<file path="src/memStagePkg.sv">
package memStagePkg;

    // word address width of the data RAM
    localparam int ramAddrBits = 8;

    // cycles that PREADY stays low in the access phase
    localparam int ramWaitStates = 1;

    typedef enum logic [3:0] {
        opLb,
        opLbu,
        opLh,
        opLhu,
        opLw,
        opLwl,
        opLwr,
        opSb,
        opSh,
        opSw,
        opSwl,
        opSwr
    } memOp_e;

    typedef enum logic [1:0] {
        stIdle,
        stSetup,
        stAccess,
        stDone
    } ctrlState_e;

    // request from the upstream stage
    typedef struct packed {
        memOp_e      op;
        logic [31:0] addr;
        logic [31:0] storeData;
        // current destination register, merged into by lwl and lwr
        logic [31:0] oldRegValue;
        logic [4:0]  regId;
    } memReq_t;

    typedef struct packed {
        logic [4:0]  regId;
        logic [31:0] data;
        logic [3:0]  byteEnable;
        logic        alignFault;
    } wbResult_t;

    // store data already placed on its memory byte lanes
    typedef struct packed {
        logic [31:0] wdata;
        logic [3:0]  strb;
    } storeLanes_t;

endpackage

</file>
<file path="src/loadAlign.sv">
module loadAlign (
    input  memStagePkg::memOp_e op,
    input  logic [31:0]         addr,
    input  logic [31:0]         rdata,
    input  logic [31:0]         oldRegValue,
    output logic [31:0]         data,
    output logic [3:0]          byteEnable
);

    logic [1:0]  offset;
    logic [31:0] downData;
    logic [31:0] upData;
    logic [3:0]  mergeEnable;
    logic [31:0] mergeMask;

    assign offset = addr[1:0];
    // the addressed byte or halfword moved down to bit 0
    assign downData = rdata >> {offset, 3'b000};
    // lanes 0..k moved up so that lane k lands in register byte 3
    assign upData = rdata << {~offset, 3'b000};

    always_comb begin
        case (op)
            memStagePkg::opLwl: mergeEnable = 4'b1111 << ~offset;
            memStagePkg::opLwr: mergeEnable = 4'b1111 >> offset;
            default: mergeEnable = 4'b1111;
        endcase
    end

    assign mergeMask = {{8{mergeEnable[3]}}, {8{mergeEnable[2]}},
                        {8{mergeEnable[1]}}, {8{mergeEnable[0]}}};

    always_comb begin
        data = '0;
        byteEnable = 4'b1111;
        case (op)
            memStagePkg::opLb: begin
                data = {{24{downData[7]}}, downData[7:0]};
            end
            memStagePkg::opLbu: begin
                data = {24'h000000, downData[7:0]};
            end
            memStagePkg::opLh: begin
                data = {{16{downData[15]}}, downData[15:0]};
            end
            memStagePkg::opLhu: begin
                data = {16'h0000, downData[15:0]};
            end
            memStagePkg::opLw: begin
                data = rdata;
            end
            memStagePkg::opLwl: begin
                data = (upData & mergeMask) | (oldRegValue & ~mergeMask);
                byteEnable = mergeEnable;
            end
            memStagePkg::opLwr: begin
                data = (downData & mergeMask) | (oldRegValue & ~mergeMask);
                byteEnable = mergeEnable;
            end
            default: begin
                // stores write nothing back to the register file
                byteEnable = 4'b0000;
            end
        endcase
    end

endmodule

</file>
<file path="config.mk">
export PLATFORM = sky130hd
export DESIGN_NAME = loadAlign
export DESIGN_NICKNAME = d
export VERILOG_FILES = /design/src/memStagePkg.sv /design/src/loadAlign.sv
export SDC_FILE = /design/constraint.sdc
export NUM_CORES = 1
export LEC_CHECK = 0
export ABC_AREA = 1
export BUFFER_PORTS_ARGS = -buffer_cell sky130_fd_sc_hd__buf_2
export CAP_MARGIN = 0
export CORE_MARGIN = 4
export CORE_UTILIZATION = 25
export DETAILED_ROUTE_END_ITERATION = 6
export PLACE_DENSITY = 0.51
export SLEW_MARGIN = 5
export SYNTH_ARGS = -nofsm -noshare
export SYNTH_HDL_FRONTEND = slang
export SYNTH_SLANG_ARGS = --single-unit
export TNS_END_PERCENT = 1
</file>
<file path="constraint.sdc">
create_clock -name vclk -period 1.4
set_input_delay 0.14 -clock vclk [all_inputs]
set_output_delay 0.14 -clock vclk [all_outputs]
set_load 0.02 [all_outputs]
</file>
After elaboration in Yosys (flattened, before gate mapping) --
Index checks and enable logic that the tools add are counted.
Cells by class: magnitude comparators 0, multipliers 0, muxes and demuxes 3, reductions and logical operators 3, div/mod/pow operators 0, eq/ne operators 6, shift-type cells 4, add/sub/neg operators 0, bitwise operators 7
Operators with widths (number):
- 32-bit case mux with 7 select lines | 1
- 32-bit AND | 3
- 32-bit OR | 2
- 32-bit NOT | 1
- 32-bit by 5-bit << shifter with 32-bit output | 1
- 32-bit by 5-bit >> shifter with 32-bit output | 1
- 4-bit case mux with 2 select lines | 2
- 4-bit by 3-bit == test with 1-bit output, second input constant | 3
- 4-bit by 2-bit == test with 1-bit output, second input constant | 2
- 5-bit OR reduction | 1
- 4-bit by 1-bit == test with 1-bit output, second input constant | 1
- 4-bit logical NOT | 1
- 4-bit by 2-bit << shifter with 4-bit output, first input constant | 1
- 4-bit by 2-bit >> shifter with 4-bit output, first input constant | 1
- 2-bit NOT | 1
- 2-bit OR reduction | 1
Word-level totals: RAM bits 0, ROM bits 0, input port bits 100, register bits 0, memories 0, latch bits 0, logic and storage cells 23

Longest topological paths before layout --
word-level depth 7, gate-level depth with buffers 11

Least setup slack after synthesis --
No wires, ideal clock.
kind input to output, from in addr[0], to out data[7], path slack 0.054 ns, required time 1.260 ns, arrival 1.206 ns, stages on the path 7, path through buf_4 -> buf_4 -> buf_2 -> nand3_1 -> o21ai_0 -> nor2_1 -> o21bai_1
Between the ends: word-level cells in the longest chain between the ends 7
Ends and longest elaborated chain:
- start, declared | RTL line loadAlign.sv:3 | input logic [31:0] addr,
- parallel branches: the longest is 6 deep, another holds 32-bit by 5-bit << shifter with 32-bit output
- 32-bit case mux with 7 select lines (*) | RTL line loadAlign.sv:36 | case (op)
- end, declared | RTL line loadAlign.sv:6 | output logic [31:0] data,
Every way passes the cells marked *.

Worst setup path after layout --
from in op[0], to out data[18]
Between the ends: word-level cells in the longest chain between the ends 6
Ends and longest elaborated chain:
- start, declared | RTL line loadAlign.sv:2 | input memStagePkg::memOp_e op,
- 4-bit by 3-bit == test with 1-bit output | RTL line loadAlign.sv:23, loadAlign.sv:36
- 4-bit case mux with 2 select lines | RTL line loadAlign.sv:23 | case (op)
- 32-bit NOT | RTL line loadAlign.sv:53, loadAlign.sv:57
- 32-bit AND | RTL line loadAlign.sv:53, loadAlign.sv:57
- 32-bit OR (on tied branches) | RTL line loadAlign.sv:57, loadAlign.sv:53
- 32-bit case mux with 7 select lines (*) | RTL line loadAlign.sv:36
Mark *: on every way between the ends. The rest lies on a longest branch, timed or not.

==> results.txt <==
worst slack, placed: -0.217 ns
total track usage: 20.0%
1st-iter DRT viols: 247
Setup crit end: data[18]
Routed WL: 11.7 mm
cell mode on critical path: buf_6
period utilisation layout: 106%
Syn Inst Count: 517
Site Rows: 34
Initial Util: 26.0%
post-layout util: 45.4%
die width: 104 um
Critical Path Start Type: input port
RSZ-0062 raised after global routing: true
Port Buffer Count: 106
die height: 104 um
average cell area after synthesis: 4.45 um^2
Pwr Density: 321 nW/um^2
DR WL/cell: 15.0 um
Synth cell types: 22
Final Hold Viols: 0
failing checks: negative setup slack
final worst path period need: 1.48 ns
YS warnings: 0
detailed placer's ending HPWL: 8.88 mm
# IOs: 136
# DRC: 0
final setup fails: 26
Max Fclk: 0.676 GHz
worst-margin pin slew: 0.293 ns
status: complete, but fails checks
Arr. time, crit path: 1.34 ns
vias in the first global route: 3,670
Critical Path Max Stage Delay: 0.17 ns
crit path cell chain: buf_8 -> buf_6 -> nor2_4 -> nand2_4 -> buf_12 -> nand2_8 -> buf_6 -> nand3_1 -> nand3_2 -> buf_6
CP max FO: 8
final worst slack: -0.0793 ns
Worst setup EP type: output port
Tightest Hold Check Type: in -> out
Routed Antenna Nets: 0
syn nets: 617
vias per inst: 5.05
die area: 10,800 um^2
Worst Path Required: 1.26 ns
total power: 1.29 mW
Max Slew Vio Count: 0
maxcap violations: 0
share of cells above drive strength 1: 37.7%
sequential area share after synthesis: 0%
antenna violations before repair: 0
worst vdd rail ir drop: 0.000169 V
Seq Cell Count: 0
CLK BUF: 0
via count: 3,961
Post-CTS Hold Fix Bufs: 0
Slowest cell on crit path: buf_12
setup_tns: -1.02 ns
CP startpoint: op[0]
first-pass GRT wire length: 18.2 mm
Area Growth Syn to Fin: 74.7%
GRT overflow: 0
max_slew headroom: 80.4%
RD Place Congestion: 0.946
type of the worst setup path: in -> out
FF/Latch Area: 0 um^2
# nets final: 778
ANT cells: 0
area of the core: 8850 um^2
mapped cell area: 2300 um^2
DR pass1 iterations: 5
largest net degree at the start of global routing: 26
leakage power: 2.36 nW
## Yosys cell counts
| master | count | area, um^2 |
|---|---|---|
| nor2_1 | 36 | 135 |
| nor2_4 | 2 | 22.5 |
| buf_1 | 2 | 7.51 |
| o21bai_1 | 1 | 7.51 |
| clkbuf_1 | 2 | 7.51 |
| buf_2 | 13 | 65.1 |
| o21ai_0 | 6 | 30.0 |
| nand3b_1 | 1 | 7.51 |
| nand2_1 | 235 | 882 |
| nand2_4 | 3 | 33.8 |
| inv_1 | 31 | 116 |
| o211ai_1 | 1 | 7.51 |
| nand3_2 | 1 | 10.0 |
| nand2_2 | 3 | 18.8 |
| nor2_2 | 3 | 18.8 |
| inv_2 | 6 | 22.5 |
| nand3_1 | 133 | 666 |
| buf_6 | 1 | 11.3 |
| nand4_1 | 15 | 93.8 |
| buf_4 | 9 | 67.6 |
| and2_1 | 2 | 12.5 |
| a21oi_1 | 11 | 55.1 |
## critical path, delay by kind of cell
kind	cells	cell delay, ns
and+or+nand+nor	5	0.55
buffers and inverters	5	0.65
## routing by layer
layer	track usage, %	vias to the layer above	share of wire [%]
met5	0	-	0
met2	33.2	185	46
met1	28.1	1751	44
met4	3.70	0	1.5
met3	2.42	14	8.0
li1	-	2011	-
## cells by family after synthesis
| logic type | count (synthesis) | synth area share (%) |
|---|---|---|
| simple gates | 434 | 82.7 |
| compound gates | 19 | 4.36 |
| buf+inv | 64 | 13.0 |
## how the worst min path moves through the flow
stage / start / endpoint / cells past startpoint
after floorplan: rdata[19] / data[19] / 2
after global placement: oldRegValue[12] / data[12] / 4
after detailed placement: oldRegValue[8] / data[8] / 4
after CTS: oldRegValue[11] / data[11] / 4
after global routing: oldRegValue[8] / data[8] / 4
final: oldRegValue[12] / data[12] / 4
## layout by cell type, fill, tap and decap left out, types with 4 or more instances in the layout
cell type	netlist	routed
inv_4	0	4
nor2_2	3	5
nor2_4	2	8
buf_8	0	5
a21oi_2	0	4
nand2_2	3	13
inv_1	31	24
inv_2	6	9
buf_12	0	4
buf_2	13	71
buf_4	9	58
a21oi_1	11	6
nor2_1	36	29
nand3_2	1	20
buf_6	1	44
nand2_1	235	222
nand3_1	133	114
o21ai_0	6	4
nand4_1	15	15
nand2_4	3	6
## cell type report
class / instances / area (um^2)
well taps: 108 / 135
fillers: 1000 / 4830
multi-input cells: 456 / 2260
repair buffers: 183 / 1470
inverters: 37 / 149
## through the flow
stage,instance area (um^2),hold WS (ns),cells
after floorplan,2300,0.474,517
after global placement,3370,0.631,774
after detailed placement,3370,0.637,774
after CTS,3820,0.617,783
after global routing,4020,0.626,784
final,4020,0.610,784
## timing repair
item,in CTS,in global routing
setup endpoints to repair,33,36
buffers inserted,5,1
pin swaps,19,12
resized for setup,108,53
cloned,4,0
## where the power goes
part | leakage [nW] | internal [mW] | switching, mW
registers | 0 | 0 | 0
logic | 2.36 | 0.559 | 0.730
clock network | 0 | 0 | 0
(Power assumes the default switching activity.)
