<file path="src/memStagePkg.sv">
package memStagePkg;

    // word address width of the data RAM
    localparam int ramAddrBits = 8;

    // cycles that PREADY stays low in the access phase
    localparam int ramWaitStates = 1;

    typedef enum logic [3:0] {
        opLb,
        opLbu,
        opLh,
        opLhu,
        opLw,
        opLwl,
        opLwr,
        opSb,
        opSh,
        opSw,
        opSwl,
        opSwr
    } memOp_e;

    typedef enum logic [1:0] {
        stIdle,
        stSetup,
        stAccess,
        stDone
    } ctrlState_e;

    // request from the upstream stage
    typedef struct packed {
        memOp_e      op;
        logic [31:0] addr;
        logic [31:0] storeData;
        // current destination register, merged into by lwl and lwr
        logic [31:0] oldRegValue;
        logic [4:0]  regId;
    } memReq_t;

    typedef struct packed {
        logic [4:0]  regId;
        logic [31:0] data;
        logic [3:0]  byteEnable;
        logic        alignFault;
    } wbResult_t;

    // store data already placed on its memory byte lanes
    typedef struct packed {
        logic [31:0] wdata;
        logic [3:0]  strb;
    } storeLanes_t;

endpackage

</file>
<file path="src/storeAlign.sv">
module storeAlign (
    input  memStagePkg::memOp_e      op,
    input  logic [31:0]              addr,
    input  logic [31:0]              storeData,
    output memStagePkg::storeLanes_t lanes
);

    logic [1:0] offset;
    logic [4:0] upShift;
    logic [4:0] downShift;

    assign offset = addr[1:0];
    assign upShift = {offset, 3'b000};
    // swl moves the top register bytes down to lane 0, so it shifts by 3 - offset bytes
    assign downShift = {~offset, 3'b000};

    always_comb begin
        lanes.wdata = storeData << upShift;
        lanes.strb = 4'b0000;
        case (op)
            memStagePkg::opSb: begin
                lanes.strb = 4'b0001 << offset;
            end
            memStagePkg::opSh: begin
                lanes.strb = 4'b0011 << offset;
            end
            memStagePkg::opSw: begin
                lanes.strb = 4'b1111;
            end
            memStagePkg::opSwl: begin
                // register bytes 3-k..3 land on lanes 0..k
                lanes.wdata = storeData >> downShift;
                lanes.strb = 4'b1111 >> ~offset;
            end
            memStagePkg::opSwr: begin
                // register bytes 0..3-k land on lanes k..3
                lanes.strb = 4'b1111 << offset;
            end
            default: begin
                lanes.wdata = '0;
            end
        endcase
    end

endmodule

</file>
<file path="config.mk">
export PLATFORM = sky130hd
export DESIGN_NAME = storeAlign
export DESIGN_NICKNAME = d
export VERILOG_FILES = /design/src/memStagePkg.sv /design/src/storeAlign.sv
export SDC_FILE = /design/constraint.sdc
export NUM_CORES = 1
export LEC_CHECK = 0
export BUFFER_PORTS_ARGS = -buffer_cell sky130_fd_sc_hd__buf_2
export CAP_MARGIN = 10
export CORE_MARGIN = 4
export CORE_UTILIZATION = 34
export DETAILED_ROUTE_END_ITERATION = 10
export PLACE_DENSITY = 0.86
export SLEW_MARGIN = 20
export SYNTH_ARGS = -nofsm -noshare
export SYNTH_HDL_FRONTEND = slang
export SYNTH_SLANG_ARGS = --single-unit
</file>
<file path="constraint.sdc">
create_clock -name vclk -period 3
set_clock_uncertainty 0.15 [all_clocks]
set_input_delay 0.9 -clock vclk [all_inputs]
set_output_delay 0.9 -clock vclk [all_outputs]
set_load 0.02 [all_outputs]
</file>
# After elaboration in Yosys (flattened, before gate mapping)
# Cells that the tools add are included.
[classes]
n_eq_ne = 5
shift = 6
n_mux = 2
bitwise_logic = 1
n_reduce_logical = 1
[op_table]
columns = ["operator", "count"]
rows = [
  ["$pmux W32 S2", 1],
  ["$shl A32 B5 Y32", 1],
  ["$shr A32 B5 Y32", 1],
  ["$pmux W4 S5", 1],
  ["$eq A4 B4 Y1 const B", 4],
  ["$eq A4 B3 Y1 const B", 1],
  ["$reduce_or A4 Y1", 1],
  ["$shl A1 B2 Y4 const A", 1],
  ["$shl A2 B2 Y4 const A", 1],
  ["$shl A4 B2 Y4 const A", 1],
  ["$shr A4 B2 Y4 const A", 1],
  ["$not A2 Y2", 1],
]
[totals]
wordCells = 15
out_inout_bits = 36
reg_bits = 0
inputBits = 68

# Longest topological paths before layout
# Gate-level depths: netlist (run 1).
[depth]
depth_word = 3
ltp_mapped = 5
ltp_nobuf = 3

# Least setup slack after synthesis (run 1)
# No wires, ideal clock.
[synth_timing]
kind = "in2out"
from = "input port op[1]"
to = "output port lanes[20] in the netlist's numbering"
path_stages = 5
n_path_buf = 2
arrival_ps = 2021
slack_ps = -71
t_required_ps = 1950
path_cell_list = "buf_4 -> nor2b_2 -> buf_4 -> nand3_2 -> o22ai_1"
[synth_lines]
columns = ["item", "line_no", "rtl"]
rows = [
  ["start, declared", "storeAlign.sv:2", "input memStagePkg::memOp_e op,"],
  ["end, declared", "storeAlign.sv:5", "output memStagePkg::storeLanes_t lanes"],
]

==> results of run 1 <==
==> power groups by stage <==
stage                     Combinational (W)  Sequential [W]  Clock, W
after detailed placement           0.000315               0         0
after global placement             0.000308               0         0
after global routing               0.000486               0         0
after CTS                          0.000357               0         0
after floorplan                    0.000179               0         0
final                              0.000467               0         0
==> per-layer routing <==
metal,track usage (%),share of wire [%]
met1,31.78,38
met2,44.70,50
met3,4.333,7.9
met4,9.235,4.1
met5,0,0
==> worst max-delay path: cells and delay by family <==
| kind | cells | cell delay (ns) |
|---|---|---|
| AND/OR/NAND/NOR | 1 | 0.17 |
| buffers and inverters | 3 | 0.43 |
| AO/OA/AOI/OAI | 2 | 0.56 |
==> layout make-up <==
class	instances	share of cell area (%)
Inverter	4	0.5597
Multi-Input combinational cell	117	55.13
Tap cell	44	2.052
Timing Repair Buffer	130	42.26
==> worst max-delay path by stage <==
stage | from | to | slack (ns)
6_report | op[2] | lanes[4] | -0.12
5_1_grt | op[1] | lanes[22] | -0.18
4_1_cts | op[2] | lanes[6] | -0.06
3_5_place_dp | op[2] | lanes[26] | -0.25
3_3_place_gp | op[2] | lanes[25] | -0.24
2_1_floorplan | addr[1] | lanes[33] | -0.06
==> cells in the final DEF (no fill, tap or decap), drive strengths merged, types with 2 or more instances in the layout <==
cell type and n:
mux2 4, o21a 2, a32o 4, nand3 2, nor2 3, o2bb2ai 7
nand4bb 2, a22o 4, a21oi 5, nor2b 5, o22ai 17, a2bb2oi 14
a211oi 3, inv 4, o21ai 3, a21o 2, buf 129, mux2i 28
a2bb2o 2
==> metrics by stage <==
stage                     std cells  instance area (sq um)  TNS [ns]  hold WS, ns
after floorplan                 134                   1175   -0.2930        1.779
after global placement          288                   1951    -5.550        2.008
after detailed placement        288                   1951    -5.983        2.015
after CTS                       290                   2220   -0.3775        1.989
after global routing            295                   2683    -3.135        1.993
final                           295                   2683    -1.903        1.991
==> logic make-up (layout without fill, tap and decap cells) <==
group / count (synthesis) / count (layout) / synth area share (%)
muxes: 32 / 32 / 29.51
AOI/OAI and AO/OA: 68 / 69 / 49.26
buffers and inverters: 18 / 134 / 9.306
and+or+nand+nor: 16 / 16 / 11.92
==> timing repair <==
action                                  CTS  global route
pin swaps                                 9            12
buffers inserted                          1             4
gates resized for setup                  65            81
endpoints found under the setup margin   36            36
endpoints found under the hold margin     0             0
cloned                                    1             1
==> out/qor.csv, run 1 <==
metric,value,unit
coreArea,3078,sq um
required,1.95,ns
viasPerCell,6.536,
nClkBuffers,0,
synth_cell_type_count,36,
relSlewSlack,76.95,%
p_per_area,174.1,nW/um^2
vias,1928,
place_ws,-0.2458,ns
regArea,0,sq um
multi_input_area,1479,sq um
violations,negative setup slack,
synth.area.top_cells,"mux2i_1 25%, a2bb2oi_1 11%, o22ai_1 9.6%",
finish.utilization,87.15,%
worst_pin_slew,0.3362,ns
synth_area_per_cell,8.226,sq um
slew_viol_final,0,
fin_ws,-0.1238,ns
finalWirelength,7.193,mm
ir_drop,113.4,uV
power_frac_clock,0,%
cp-end-kind,primary output,
finalPower,0.0004670,W
grt-ovfl-total,0,
first_global_vias,1772,
gp_congestion,0.8903,
slowest_stage,a2111oi_4,
start_kind,input pin,
ant_nets,0,
die_w,64.94,um
synth_nets,202,
setup_violations,30,
fp-row-count,20,
min_from,storeData[30],
synthesis.area,1102,sq um
finish.net_count,321,
postCtsHoldBufs,0,
synth_cells,134,
dieHeight,64.94,um
synth.most_common_cell,mux2i_1,
p_switching,0.0002320,W
hold_path_end,lanes[34],
synth_seq_area_share,0,%
drcViolationCount,0,
path_class,input pin to primary output,
fin_crit,3.124,ns
avgRoutedWirePerCell,24.38,um
synth_top_cell_area_share,25.43,%
initial_core_util,35.81,%
max_freq,320.1,MHz
cpPeakStageDelay,0.42,ns
critPathMaxFanout,5,
grt_usage,25.82,%
grt_pass1_wl,8.852,mm
dieArea,4217,sq um
comb_power_share,100.0,%
first_pass_iters,6,
fill_cells,134,
p_leak,1.200,nW
switching_share,49.68,%
antenna_found_initial,0,
layout-drive-gt1-share,79.68,%
yosys_warnings,0,
num_io_pins,104,
post-route-period-util,104.1,%
cp.arrival,2.07,ns
syn_to_final_growth,143.4,%
outcome,"complete, but fails checks",
grt_setup_unrepaired,true,
maxCapViolCount,0,
grt_max_degree,13,
yosysTopAreaCell,mux2i_1,
hp-class,input pin to primary output,
crit_chain,"buf_8, nand2b_4, a2111oi_4, buf_4, a32o_2, buf_6",
design.seq.count,0,
p_seq_share,0,%
hold_viol,0,
port_buffers,74,
drtIter0Drc,203,
intPower,0.0002350,W
synthTopCellsByCount,"28 x mux2i_1, 17 x o22ai_1, 14 x a2bb2oi_1",
min_path_cells,3,
dp_hpwl,3.565,mm
n_antenna_cell,0,
No activity file was read; power rests on OpenSTA's default activity.
==> inputs of run 2 (changes only) <==
--- a/config.mk
+++ b/config.mk
@@ -7,11 +7,14 @@
 export LEC_CHECK = 0
 export BUFFER_PORTS_ARGS = -buffer_cell sky130_fd_sc_hd__buf_2
 export CAP_MARGIN = 10
+export CELL_PAD_IN_SITES_DETAIL_PLACEMENT = 1
+export CELL_PAD_IN_SITES_GLOBAL_PLACEMENT = 2
 export CORE_MARGIN = 4
-export CORE_UTILIZATION = 34
+export CORE_UTILIZATION = 19
 export DETAILED_ROUTE_END_ITERATION = 10
-export PLACE_DENSITY = 0.86
-export SLEW_MARGIN = 20
+export PLACE_DENSITY = 0.95
+export SLEW_MARGIN = 40
 export SYNTH_ARGS = -nofsm -noshare
 export SYNTH_HDL_FRONTEND = slang
 export SYNTH_SLANG_ARGS = --single-unit
+export TNS_END_PERCENT = 50
==> run 2 against run 1 <==
  * The flow still finishes with violations (negative setup slack)
  * First-iteration DRC count down 74%
  * Setup slack improved by 0.036 ns
  * Cell area is 4.9% lower
  * Flip-flop and latch count is the same
  * Largest power group unchanged
  * Highest routed layer unchanged
==> out/qor.csv, run 2 (synthesis gave the netlist of run 1 again) <==
metric,value,unit,change
slew_viol_final,0,,unchanged
final_cell_mix,"51 x buf_4, 38 x buf_2, 28 x buf_6",,"was 48 x buf_4, 37 x buf_2, 34 x buf_6"
hp-class,input pin to primary output,,unchanged
design.seq.count,0,,unchanged
ant_nets,0,,unchanged
placed_cells,314,,was 288
finalWirelength,6.405,mm,was 7.193 mm
avgRoutedWirePerCell,20.21,um,was 24.38 um
layout-drive-gt1-share,79.18,%,was 79.68%
ir_drop,58.67,uV,was 113.4 uV
viasPerCell,5.227,,was 6.536
vias,1657,,was 1928
crit_chain,"buf_8, nand2b_4, a2111oi_4, buf_4, a32o_1, buf_6",,"was buf_8, nand2b_4, a2111oi_4, buf_4, a32o_2, buf_6"
post-route-period-util,102.9,%,was 104.1%
grt_pass1_wl,9.749,mm,was 8.852 mm
dp_hpwl,4.427,mm,was 3.565 mm
drtIter0Drc,53,,was 203
fin_crit,3.088,ns,was 3.124 ns
layout.cells.non_filler,317,,was 295
finish.utilization,45.75,%,was 87.15%
hold_viol,0,,unchanged
outcome,"complete, but fails checks",,unchanged
cpPeakStageDelay,0.39,ns,was 0.42 ns
first_pass_iters,4,,was 6
critPathMaxFanout,4,,was 5
port_buffers,74,,unchanged
cp.arrival,2.04,ns,was 2.07 ns
num_io_pins,104,,unchanged
slowest_stage,a2111oi_4,,unchanged
fin_ws,-0.08759,ns,was -0.1238 ns
finish.net_count,315,,was 321
drcViolationCount,0,,unchanged
fp-row-count,27,,was 20
required,1.95,ns,about the same
path_class,input pin to primary output,,unchanged
die_w,84.17,um,was 64.94 um
dieHeight,84.17,um,was 64.94 um
violations,negative setup slack,,unchanged
syn_to_final_growth,131.3,%,was 143.4%
p_leak,1.121,nW,was 1.200 nW
regArea,0,sq um,unchanged
grt-ovfl-total,0,,unchanged
max_freq,323.9,MHz,was 320.1 MHz
dieArea,7085,sq um,was 4217 sq um
p_per_area,167.7,nW/um^2,was 174.1 nW/um^2
n_antenna_cell,0,,unchanged
coreArea,5574,sq um,was 3078 sq um
grt_setup_unrepaired,true,,unchanged
postCtsHoldBufs,0,,unchanged
grt_usage,16.32,%,was 25.82%
grt_max_degree,14,,was 13
maxCapViolCount,0,,unchanged
gp_congestion,0.8053,,was 0.8903
antenna_found_initial,0,,unchanged
initial_core_util,19.78,%,was 35.81%
nClkBuffers,0,,unchanged
setup_violations,19,,was 30
cp-end-kind,primary output,,unchanged
final_common_cell,buf_4,,unchanged
worst_pin_slew,0.3762,ns,was 0.3362 ns
start_kind,input pin,,unchanged
first_global_vias,1918,,was 1772
relSlewSlack,74.92,%,was 76.95%
==> run 2: path summary, 6_finish.rpt <==
kind	start	endpoint	slack, ns	depth (start not counted)
hold / removal	storeData[5]	lanes[9]	2.00	3
setup / recovery	op[2]	lanes[5]	-0.09	6
==> run 2: timing repair <==
| item | 4_1_cts | 5_1_grt |
|---|---|---|
| resized for setup | 70 | 76 |
| endpoints found under the setup margin | 36 | 36 |
| setup buffers | 3 | 0 |
| cloned | 1 | 0 |
| pin swaps | 8 | 13 |
==> run 2: power by group <==
group,switching (W),leakage [nW],internal (W)
logic,0.000209,1.12,0.000219
clock network,0,0,0
registers,0,0,0
==> run 2: layout make-up <==
| class | instances | area [sq um] |
|---|---|---|
| well taps | 72 | 90.09 |
| multi-input cells | 116 | 1404 |
| inverters | 4 | 15.01 |
| fillers | 636 | 3024 |
| repair buffers | 125 | 1041 |
==> run 2: stage by stage <==
stage | TNS [ns] | total power (W) | worst slack [ns] | area, sq um | hold slack, ns
after floorplan | -0.7935 | 0.0001739 | -0.07112 | 1140 | 1.842
after global placement | -4.635 | 0.0003031 | -0.2103 | 1911 | 2.013
after detailed placement | -5.640 | 0.0003120 | -0.2458 | 1911 | 2.022
after CTS | -0.9963 | 0.0003661 | -0.07069 | 2238 | 1.997
after global routing | -2.095 | 0.0004527 | -0.1426 | 2550 | 2.019
final | -0.8100 | 0.0004277 | -0.08759 | 2550 | 1.997
==> run 2: critical path: cells and delay by family <==
kind	cells	cell delay, ns
AO/OA/AOI/OAI	2	0.53
buffers and inverters	3	0.45
AND/OR/NAND/NOR	1	0.16
==> run 2: per-layer routing <==
| layer | track usage (%) | part of all wire, % | vias to the layer above | wire length (um) |
|---|---|---|---|---|
| met5 | 0 | 0 | - | 0 |
| met2 | 31.06 | 53 | 59 | 3399 |
| met3 | 1.668 | 4.7 | 4 | 300 |
| met4 | 1.462 | 0.78 | 0 | 50 |
| li1 | - | - | 786 | - |
| met1 | 20.35 | 41 | 808 | 2654 |
