`src/memStagePkg.sv`:
```
package memStagePkg;

    // word address width of the data RAM
    localparam int ramAddrBits = 8;

    // cycles that PREADY stays low in the access phase
    localparam int ramWaitStates = 1;

    typedef enum logic [3:0] {
        opLb,
        opLbu,
        opLh,
        opLhu,
        opLw,
        opLwl,
        opLwr,
        opSb,
        opSh,
        opSw,
        opSwl,
        opSwr
    } memOp_e;

    typedef enum logic [1:0] {
        stIdle,
        stSetup,
        stAccess,
        stDone
    } ctrlState_e;

    // request from the upstream stage
    typedef struct packed {
        memOp_e      op;
        logic [31:0] addr;
        logic [31:0] storeData;
        // current destination register, merged into by lwl and lwr
        logic [31:0] oldRegValue;
        logic [4:0]  regId;
    } memReq_t;

    typedef struct packed {
        logic [4:0]  regId;
        logic [31:0] data;
        logic [3:0]  byteEnable;
        logic        alignFault;
    } wbResult_t;

    // store data already placed on its memory byte lanes
    typedef struct packed {
        logic [31:0] wdata;
        logic [3:0]  strb;
    } storeLanes_t;

endpackage

```
`src/memAccessCtrl.sv`:
```
module memAccessCtrl (
    input  logic                                   Clk,
    input  logic                                   rstN,
    input  logic                                   reqValid,
    input  memStagePkg::memReq_t                   req,
    output logic                                   reqReady,
    input  memStagePkg::storeLanes_t               storeLanes,
    input  logic [31:0]                            loadData,
    input  logic [3:0]                             loadByteEnable,
    output memStagePkg::memReq_t                   curReq,
    output logic                                   psel,
    output logic                                   penable,
    output logic                                   pwrite,
    output logic [memStagePkg::ramAddrBits-1:0]    paddr,
    output logic [31:0]                            pwdata,
    output logic [3:0]                             pstrb,
    input  logic                                   pready,
    output logic                                   wbValid,
    output memStagePkg::wbResult_t                 wb
);

    memStagePkg::ctrlState_e state;
    logic accept;
    logic misaligned;

    assign accept = reqValid && reqReady;

    always_comb begin
        case (req.op)
            memStagePkg::opLh,
            memStagePkg::opLhu,
            memStagePkg::opSh: misaligned = req.addr[0];
            memStagePkg::opLw,
            memStagePkg::opSw: misaligned = |req.addr[1:0];
            default: misaligned = 1'b0;
        endcase
    end

    always_ff @(posedge Clk or negedge rstN) begin
        if (!rstN) begin
            state <= memStagePkg::stIdle;
            reqReady <= 1'b0;
            wbValid <= 1'b0;
        end else begin
            wbValid <= 1'b0;
            case (state)
                memStagePkg::stIdle: begin
                    if (accept) begin
                        reqReady <= 1'b0;
                        // a fault skips the bus and reports on the next cycle
                        state <= misaligned ? memStagePkg::stDone : memStagePkg::stSetup;
                    end else begin
                        reqReady <= 1'b1;
                    end
                end
                memStagePkg::stSetup: begin
                    state <= memStagePkg::stAccess;
                end
                memStagePkg::stAccess: begin
                    if (pready) begin
                        state <= memStagePkg::stDone;
                    end
                end
                memStagePkg::stDone: begin
                    wbValid <= 1'b1;
                    reqReady <= 1'b1;
                    state <= memStagePkg::stIdle;
                end
                default: begin
                    state <= memStagePkg::stIdle;
                end
            endcase
        end
    end

    always_ff @(posedge Clk) begin
        if (accept) begin
            curReq <= req;
            wb.regId <= req.regId;
            wb.data <= '0;
            wb.byteEnable <= 4'b0000;
            wb.alignFault <= misaligned;
        end else if (state == memStagePkg::stAccess && pready) begin
            wb.regId <= curReq.regId;
            wb.data <= loadData;
            wb.byteEnable <= loadByteEnable;
            wb.alignFault <= 1'b0;
        end
    end

    assign psel = (state == memStagePkg::stSetup) || (state == memStagePkg::stAccess);
    assign penable = (state == memStagePkg::stAccess);
    assign pwrite = (curReq.op == memStagePkg::opSb) || (curReq.op == memStagePkg::opSh) ||
                    (curReq.op == memStagePkg::opSw) || (curReq.op == memStagePkg::opSwl) ||
                    (curReq.op == memStagePkg::opSwr);
    assign paddr = curReq.addr[memStagePkg::ramAddrBits+1:2];
    assign pwdata = storeLanes.wdata;
    // load opcodes already come back from the store aligner with zero strobes
    assign pstrb = storeLanes.strb;

    penableAfterPsel: assert property (@(posedge Clk) disable iff (!rstN)
        penable |-> $past(psel));

    apbHoldStable: assert property (@(posedge Clk) disable iff (!rstN)
        psel && !pready |=> $stable(paddr) && $stable(pwrite) && $stable(pwdata));

    wbSinglePulse: assert property (@(posedge Clk) disable iff (!rstN)
        wbValid |=> !wbValid);

endmodule

```
`config.mk`:
```
export PLATFORM = sky130hd
export DESIGN_NAME = memAccessCtrl
export DESIGN_NICKNAME = d
export VERILOG_FILES = /design/src/memStagePkg.sv /design/src/memAccessCtrl.sv
export SDC_FILE = /design/constraint.sdc
export NUM_CORES = 1
export LEC_CHECK = 0
export BUFFER_PORTS_ARGS = -buffer_cell sky130_fd_sc_hd__buf_2
export CAP_MARGIN = 20
export CORE_MARGIN = 2
export CORE_UTILIZATION = 23
export DETAILED_ROUTE_END_ITERATION = 10
export SLEW_MARGIN = 5
export SYNTH_ARGS = -nofsm -noshare
export SYNTH_HDL_FRONTEND = slang
export SYNTH_SLANG_ARGS = --single-unit
```
`constraint.sdc`:
```
create_clock -name Clk -period 9.9 [get_ports Clk]
set_input_delay 2.475 -clock Clk [delete_from_list [all_inputs] [get_ports Clk]]
set_output_delay 2.475 -clock Clk [all_outputs]
set_load 0.01 [all_outputs]
```
After elaboration in Yosys (flattened, before gate mapping)
Cells that the tools add are included.
W data, S select, Z words.
{"block": "totals", "register_bits": 151, "word_cells": 51}
{"block": "classes", "eq_ne": 15, "mux": 10, "reduce_logical": 14}
{"op": "$mux W42", "n": 2}
{"op": "$eq A4 B4 Y1 const B", "n": 6}
{"op": "$eq A4 B2 Y1 const B", "n": 2}
{"op": "$eq A4 B3 Y1 const B", "n": 2}
{"op": "$pmux W2 S4", "n": 1}
{"op": "$mux W2", "n": 3}
{"op": "$logic_or A1 B1 Y1", "n": 5}
{"op": "$eq A2 B2 Y1 const B", "n": 2}
{"op": "$pmux W1 S2", "n": 2}
{"op": "$reduce_bool A2 Y1", "n": 2}
{"op": "$reduce_or A2 Y1", "n": 2}
{"op": "$reduce_or A3 Y1", "n": 1}
{"op": "$eq A2 B1 Y1 const B", "n": 1}
{"op": "$logic_and A1 B1 Y1", "n": 2}
{"op": "$logic_not A2 Y1", "n": 1}
{"op": "$mux W1", "n": 2}
{"op": "$ne A2 B1 Y1 const B", "n": 1}
{"op": "$ne A2 B2 Y1 const B", "n": 1}
{"op": "$reduce_and A2 Y1", "n": 1}

Depth between registers and ports, before layout
Gate-level depths: netlist of run 1.
{"block": "depth", "depth_word": 6, "ltp_mapped": 7}

Least setup slack after synthesis of run 1
Ideal clock, no wire load.
{"block": "synth_path", "path_type": "input to register", "from": "input port reqValid", "to": "register curReq[0] (netlist name), enable pin", "setup_ns": 0.511, "arrival_ns": 5.762, "required_ns": 9.389, "setup_slack_ns": 3.628, "path_stages": 3, "n_path_buf": 1, "cell_sequence": "nand2_1 inv_2 clkbuf_1"}
{"block": "synth_via", "elab_chain_cells": 1}
{"item": "start, declared", "line": "memAccessCtrl.sv:4", "text": "input logic reqValid,"}
{"item": "$logic_and A1 B1 Y1", "line": "memAccessCtrl.sv:26", "text": "assign accept = reqValid && reqReady;"}
{"item": "via accept", "line": "memAccessCtrl.sv:23", "text": "logic accept;"}
{"item": "end signal, assigned", "line": "memAccessCtrl.sv:78", "text": "curReq <= req;"}
{"item": "end, declared", "line": "memAccessCtrl.sv:10", "text": "output memStagePkg::memReq_t curReq,"}
The timed path passes the listed nets, and every way through them passes these cells.
A chain may end at the register's enable or synchronous reset.

Worst setup path in the final report of run 1
{"block": "layout_path", "from": "input port storeLanes[8] (netlist name)", "to": "output port pwdata[4]"}
{"item": "start, declared", "line": "memAccessCtrl.sv:7", "text": "input memStagePkg::storeLanes_t storeLanes,"}
{"item": "end, declared", "line": "memAccessCtrl.sv:15", "text": "output logic [31:0] pwdata,"}
No word-level cell between the ends.

==> impl_metrics.ini, run 1 <==
[cells_and_area]
final_core_util_pct = 32.8
mostFrequentLayoutCells = buf_2, edfxtp_1, nand2_1
layout-drive-gt1-share_pct = 53.5
finalNonFillerCells = 925
syn2layout_area_growth_pct = 40.4
mostFrequentLayoutCell = buf_2
fin_nets = 811

[pwr]
pwr-share-clk_pct = 33.6
vdd.ir_drop.worst_uv = 96.8
p_leak_uw = 0.00321
power_per_cell_area_mw_per_mm2 = 261
seqPwrFrac_pct = 44.9
switching_power_uw = 618
intPower_uw = 1310
switching_share_pct = 32.0
p_comb_share_pct = 21.5

[sta]
finalSetupTns_ns = 0
slew_viol_final = 0
finalSetupViolCount = 0
relSlewSlack_pct = 27.3
finalCriticalPeriod_ns = 4.95
fin_worst_skew_ns = 0.0125
worstMarginPinSlew_ns = 1.09
fin_crit_sh_pct = 50.0
hold_viol = 0
grt_setup_unrepaired = false
fmax_ghz = 0.202
hold-worst-slack_ns = 0.453

[critical_path]
cp_max_fo = 1
worst_ep_arrival_time_ns = 2.48
start_kind = input pin
crit_type = in -> out
end_kind = primary output
worstPathRequired_ns = 7.43

[placement]
dpl.cell_count = 892
gp_congestion = 0.723
dp_hpwl_um = 12700
io_buffers = 304

[synthesis]
synth_fa_ha_area_share_pct = 0.949
ys_seq_elements = 151
synthFlopType = edfxtp_1
synthMuxAreaShare_pct = 0
ys_seq_area_share_pct = 78.8
synthSimpleGateAreaFrac_pct = 7.36
syn-num-nets = 541
syn-cell-area_mm2 = 0.00527
synth_compound_gate_area_share_pct = 5.15
synth-async-reset-ratio_pct = 2.65
ys_warn_count = 0
ys_types = 27
synth.avg_cell_area_um2 = 14.8
synth_xor_xnor_area_share_pct = 0
synth-edff-count = 111
synth_top_family_by_area = buffers and inverters
syn_inst = 356

[die]
io_pins = 377
rows = 55
die_area_mm2 = 0.0241
die_w_um = 155
die_h_um = 155
start_util_pct = 23.4
core_mm2 = 0.0226

[clocking]
cts-htree-levels = 4
path_clk_slew_ns = 0.08
numClockSinks = 151
root_buffer = clkbuf_16
tritoncts = done
post-cts-setup-buffer-count = 0
hold_buffers = 0
numCtsBuffers = 17
worstSkewPairLatency_ns = 0.42
cts_buffer_depth = 2
cts_resized = 0

[min_path]
hp-class = reg -> reg

[global_route]
grt-ovfl-total = 0
grt_antenna_before_repair = 1
track_usage_pct = 13.2
grt_pass1_wl_um = 22800
grt_pass1_vias = 3623
grt_max_degree = 86

[routing]
postRouteWirelength_um = 16400
ant_nets = 0
post-route-drc-count = 0
wl_per_cell_um = 17.8
post_drt_via_cell_ratio = 4.03
drt_pass1_iterations = 4
initialDrtViolationCount = 173
vias = 3731

[job]
drv_cap = 0

[run_status]
run_status = complete, no violations
-- worst paths after layout --
check / from / to / slack, ns / depth (start not counted)
worst max-delay path: storeLanes[8] / pwdata[4] / 4.95 / 0
min in group asynchronous: rstN / reqReady / 1.85 / 1
worst max register to register: reqReady / curReq[41] / 7.53 / 3
worst min-delay path: wb[17] / wb[17] / 0.45 / 2
worst min register to register: wb[17] / wb[17] / 0.45 / 2
max in group asynchronous: rstN / state[1] / 7.92 / 1
-- final cells by class --
type                            instances  area [um^2]
Tap cell                              285          357
Fill cell                            2328        15200
Clock buffer                           17          425
Inverter                                6         27.5
Multi-Input combinational cell        143          709
Antenna cell                            1         2.50
Clock inverter                         15          181
Timing Repair Buffer                  307         1540
Sequential cell                       151         4150
-- cell usage after synthesis (2+ instances only) --
cell type | number | area [um^2]
edfxtp_1 | 111 | 3330
a21oi_1 | 39 | 195
dfxtp_1 | 36 | 721
ha_1 | 4 | 50.1
inv_1 | 5 | 18.8
buf_4 | 44 | 330
clkbuf_1 | 4 | 15.0
dfrtp_1 | 4 | 100
buf_2 | 8 | 40.0
nor2_1 | 5 | 18.8
nand2_1 | 75 | 282
a22o_1 | 5 | 43.8
o21ai_0 | 2 | 10.0
-- stage by stage --
stage	area (um^2)	power (uW)	setup WS [ns]
after floorplan	5270	1120	3.63
after global placement	6790	1300	4.95
after detailed placement	6790	1310	4.95
after CTS	7400	1980	4.95
after global routing	7400	2040	4.95
final	7400	1930	4.95
-- routing by layer --
metal / track usage (%) / share of wire [%] / vias up
met1: 13.8 / 37 / 1735
li1: - / - / 1759
met5: 0 / 0 / -
met3: 4.76 / 8.3 / 35
met4: 4.67 / 1.6 / 0
met2: 24.3 / 53 / 202
-- logic make-up after synthesis --
family,Yosys count
AO/OA/AOI/OAI,49
adder cells (fa/ha/maj),4
buffers and inverters,62
flip-flops,151
AND/OR/NAND/NOR,90
-- flip-flops by register name (all words and copies together), names as in the netlist --
name	cells
curReq	105
reqReady	1
state	2
wb	42
wbValid	1
-- power groups by stage --
stage | combinational (uW) | sequential (uW) | clock [uW]
floorplan | 169 | 947 | 0
global placement | 425 | 880 | 0
detailed placement | 430 | 884 | 0
CTS | 430 | 870 | 676
global route | 459 | 881 | 703
finish | 415 | 867 | 649
Note: power is estimated with default switching activity, not from simulation.
==> run 2, diff against run 1 <==
--- a/config.mk
+++ b/config.mk
@@ -5,6 +5,7 @@
 export SDC_FILE = /design/constraint.sdc
 export NUM_CORES = 1
 export LEC_CHECK = 0
+export ABC_AREA = 1
 export BUFFER_PORTS_ARGS = -buffer_cell sky130_fd_sc_hd__buf_2
 export CAP_MARGIN = 20
 export CORE_MARGIN = 2
==> constraint.sdc (replaced) <==
create_clock -name Clk -period 4 [get_ports Clk]
set_input_delay 1 -clock Clk [delete_from_list [all_inputs] [get_ports Clk]]
set_output_delay 1 -clock Clk [all_outputs]
set_load 0.01 [all_outputs]
==> impl_metrics.ini, run 2 <==
[run_status]
run_status = complete, no violations

[critical_path]
cp_max_fo = 4
worstPathRequired_ns = 3.00
cp_slowest_cell = dfrtp_1
end_kind = primary output
max_stage_delay_ns = 0.38
cp_cell_sequence = inv_1 -> ha_1 -> buf_2
worst_ep_arrival_time_ns = 1.37
crit_type = reg -> out
r2r_cells = 6
start_kind = flip-flop

[cells_and_area]
top_regs = curReq x105, wb x42, state x2
mostFrequentLayoutCells = buf_2, edfxtp_1, nor2_1
finalNonFillerCells = 944
top_register = curReq
final_core_util_pct = 32.8
fin_nets = 831
mostFrequentLayoutCell = buf_2
largest_reg_flops = 105
antenna_cells = 0
layout-drive-gt1-share_pct = 52.2
syn2layout_area_growth_pct = 39.7

[routing]
initialDrtViolationCount = 106
postRouteWirelength_um = 14500
post-route-drc-count = 0
post_drt_via_cell_ratio = 3.94
ant_nets = 0
wl_per_cell_um = 15.4
drt_pass1_iterations = 4
vias = 3720

[pwr]
pwr-share-clk_pct = 32.3
intPower_uw = 3510
seqPwrFrac_pct = 44.0
vdd.ir_drop.worst_uv = 287
p_leak_uw = 0.00332
power_per_cell_area_mw_per_mm2 = 688
switching_power_uw = 1600
switching_share_pct = 31.2
p_comb_share_pct = 23.8

[synthesis]
ys_seq_area_share_pct = 78.1
syn-cell-area_mm2 = 0.00532
ys_top_cells_by_count = edfxtp_1, nor2_1, buf_4, o21ai_0, dfxtp_1
synth.area.top_cells = edfxtp_1, dfxtp_1, buf_4
synth-async-reset-ratio_pct = 2.65
ys_warn_count = 0
synth-edff-count = 111
synthFlopType = edfxtp_1
yosysTopAreaCell = edfxtp_1
syn_inst = 374
synth.avg_cell_area_um2 = 14.2
synth_top_area_share_pct = 62.7
ys_seq_elements = 151
ys_types = 18
syn-num-nets = 559
synth_most_common_cell = edfxtp_1

[clocking]
numClockSinks = 151
post-cts-setup-buffer-count = 0
cts-htree-levels = 4
numCtsBuffers = 17
cts_resized = 0
hold_buffers = 0
worstSkewPairLatency_ns = 0.42
path_clk_slew_ns = 0.07
tritoncts = done
cts_buffer_depth = 2
root_buffer = clkbuf_16

[die]
die_area_mm2 = 0.0244
die_w_um = 156
rows = 55
io_pins = 377
die_h_um = 156
core_mm2 = 0.0226
start_util_pct = 23.5

[placement]
dp_hpwl_um = 11200
io_buffers = 304
dpl.cell_count = 912
gp_congestion = 0.733

[sta]
grt_setup_unrepaired = false
hold_viol = 0
slew_viol_final = 0
worstMarginPinSlew_ns = 0.759
hold-worst-slack_ns = 0.380
relSlewSlack_pct = 49.4
finalSetupViolCount = 0
fin_crit_sh_pct = 59.3
finalSetupTns_ns = 0
fmax_ghz = 0.421
finalCriticalPeriod_ns = 2.37
fin_worst_skew_ns = 0.0101

[min_path]
hp-class = in -> async

[job]
drv_cap = 0

[global_route]
grt-ovfl-total = 0
grt_pass1_vias = 3670
grt_max_degree = 61
grt_pass1_wl_um = 20900
track_usage_pct = 11.5
grt_antenna_before_repair = 1
run 2: worst paths after layout:
kind | from | end | slack (ns)
hold / removal | rstN | wbValid | 0.38
min in group Clk | wb[23] | wb[23] | 0.48
max in group asynchronous | rstN | state[0] | 3.50
setup / recovery | state[0] | psel | 1.63
setup reg to reg | state[0] | wb[41] | 2.16
hold reg to reg | wb[23] | wb[23] | 0.48
run 2: cell families after synthesis:
group,count (synthesis),synth area share (%)
flip-flops,151,78.1
AND/OR/NAND/NOR,110,8.02
buffers and inverters,66,8.87
AO/OA/AOI/OAI,43,4.09
adder cells (fa/ha/maj),4,0.941
run 2: per-layer routing:
metal	GRT usage, %	vias to the layer above	wire [um]
li1	-	1788	-
met1	12.0	1699	5410
met2	20.7	207	7520
met3	4.83	24	1350
met4	3.89	2	207
met5	0	-	13
run 2: area by class of cell:
class | count | area, um^2
fill | 2274 | 15200
inverter | 10 | 45.0
multi-input combinational | 157 | 694
timing repair buffer | 309 | 1570
sequential | 151 | 4150
clock inverter | 15 | 188
tap | 285 | 357
clock buffer | 17 | 425
run 2: worst max-delay path: cells and delay by family (launching register included):
family     cells  cell delay, ns
flops          1            0.38
fa+ha+maj      1            0.34
buf+inv        2            0.25
run 2: power groups by stage:
stage | Sequential (uW) | Clock (uW) | Combinational, uW
after floorplan | 2460 | 0 | 557
after global placement | 2280 | 0 | 1220
after detailed placement | 2290 | 0 | 1240
after CTS | 2250 | 1710 | 1250
after global routing | 2290 | 1780 | 1370
final | 2250 | 1650 | 1210
run 2: metrics by stage:
step	power (uW)	instance area, um^2	setup slack, ns
2_1_floorplan	3020	5320	0.325
3_3_place_gp	3500	6800	1.22
3_5_place_dp	3530	6820	1.50
4_1_cts	5210	7430	1.60
5_1_grt	5430	7430	1.50
6_report	5110	7430	1.63
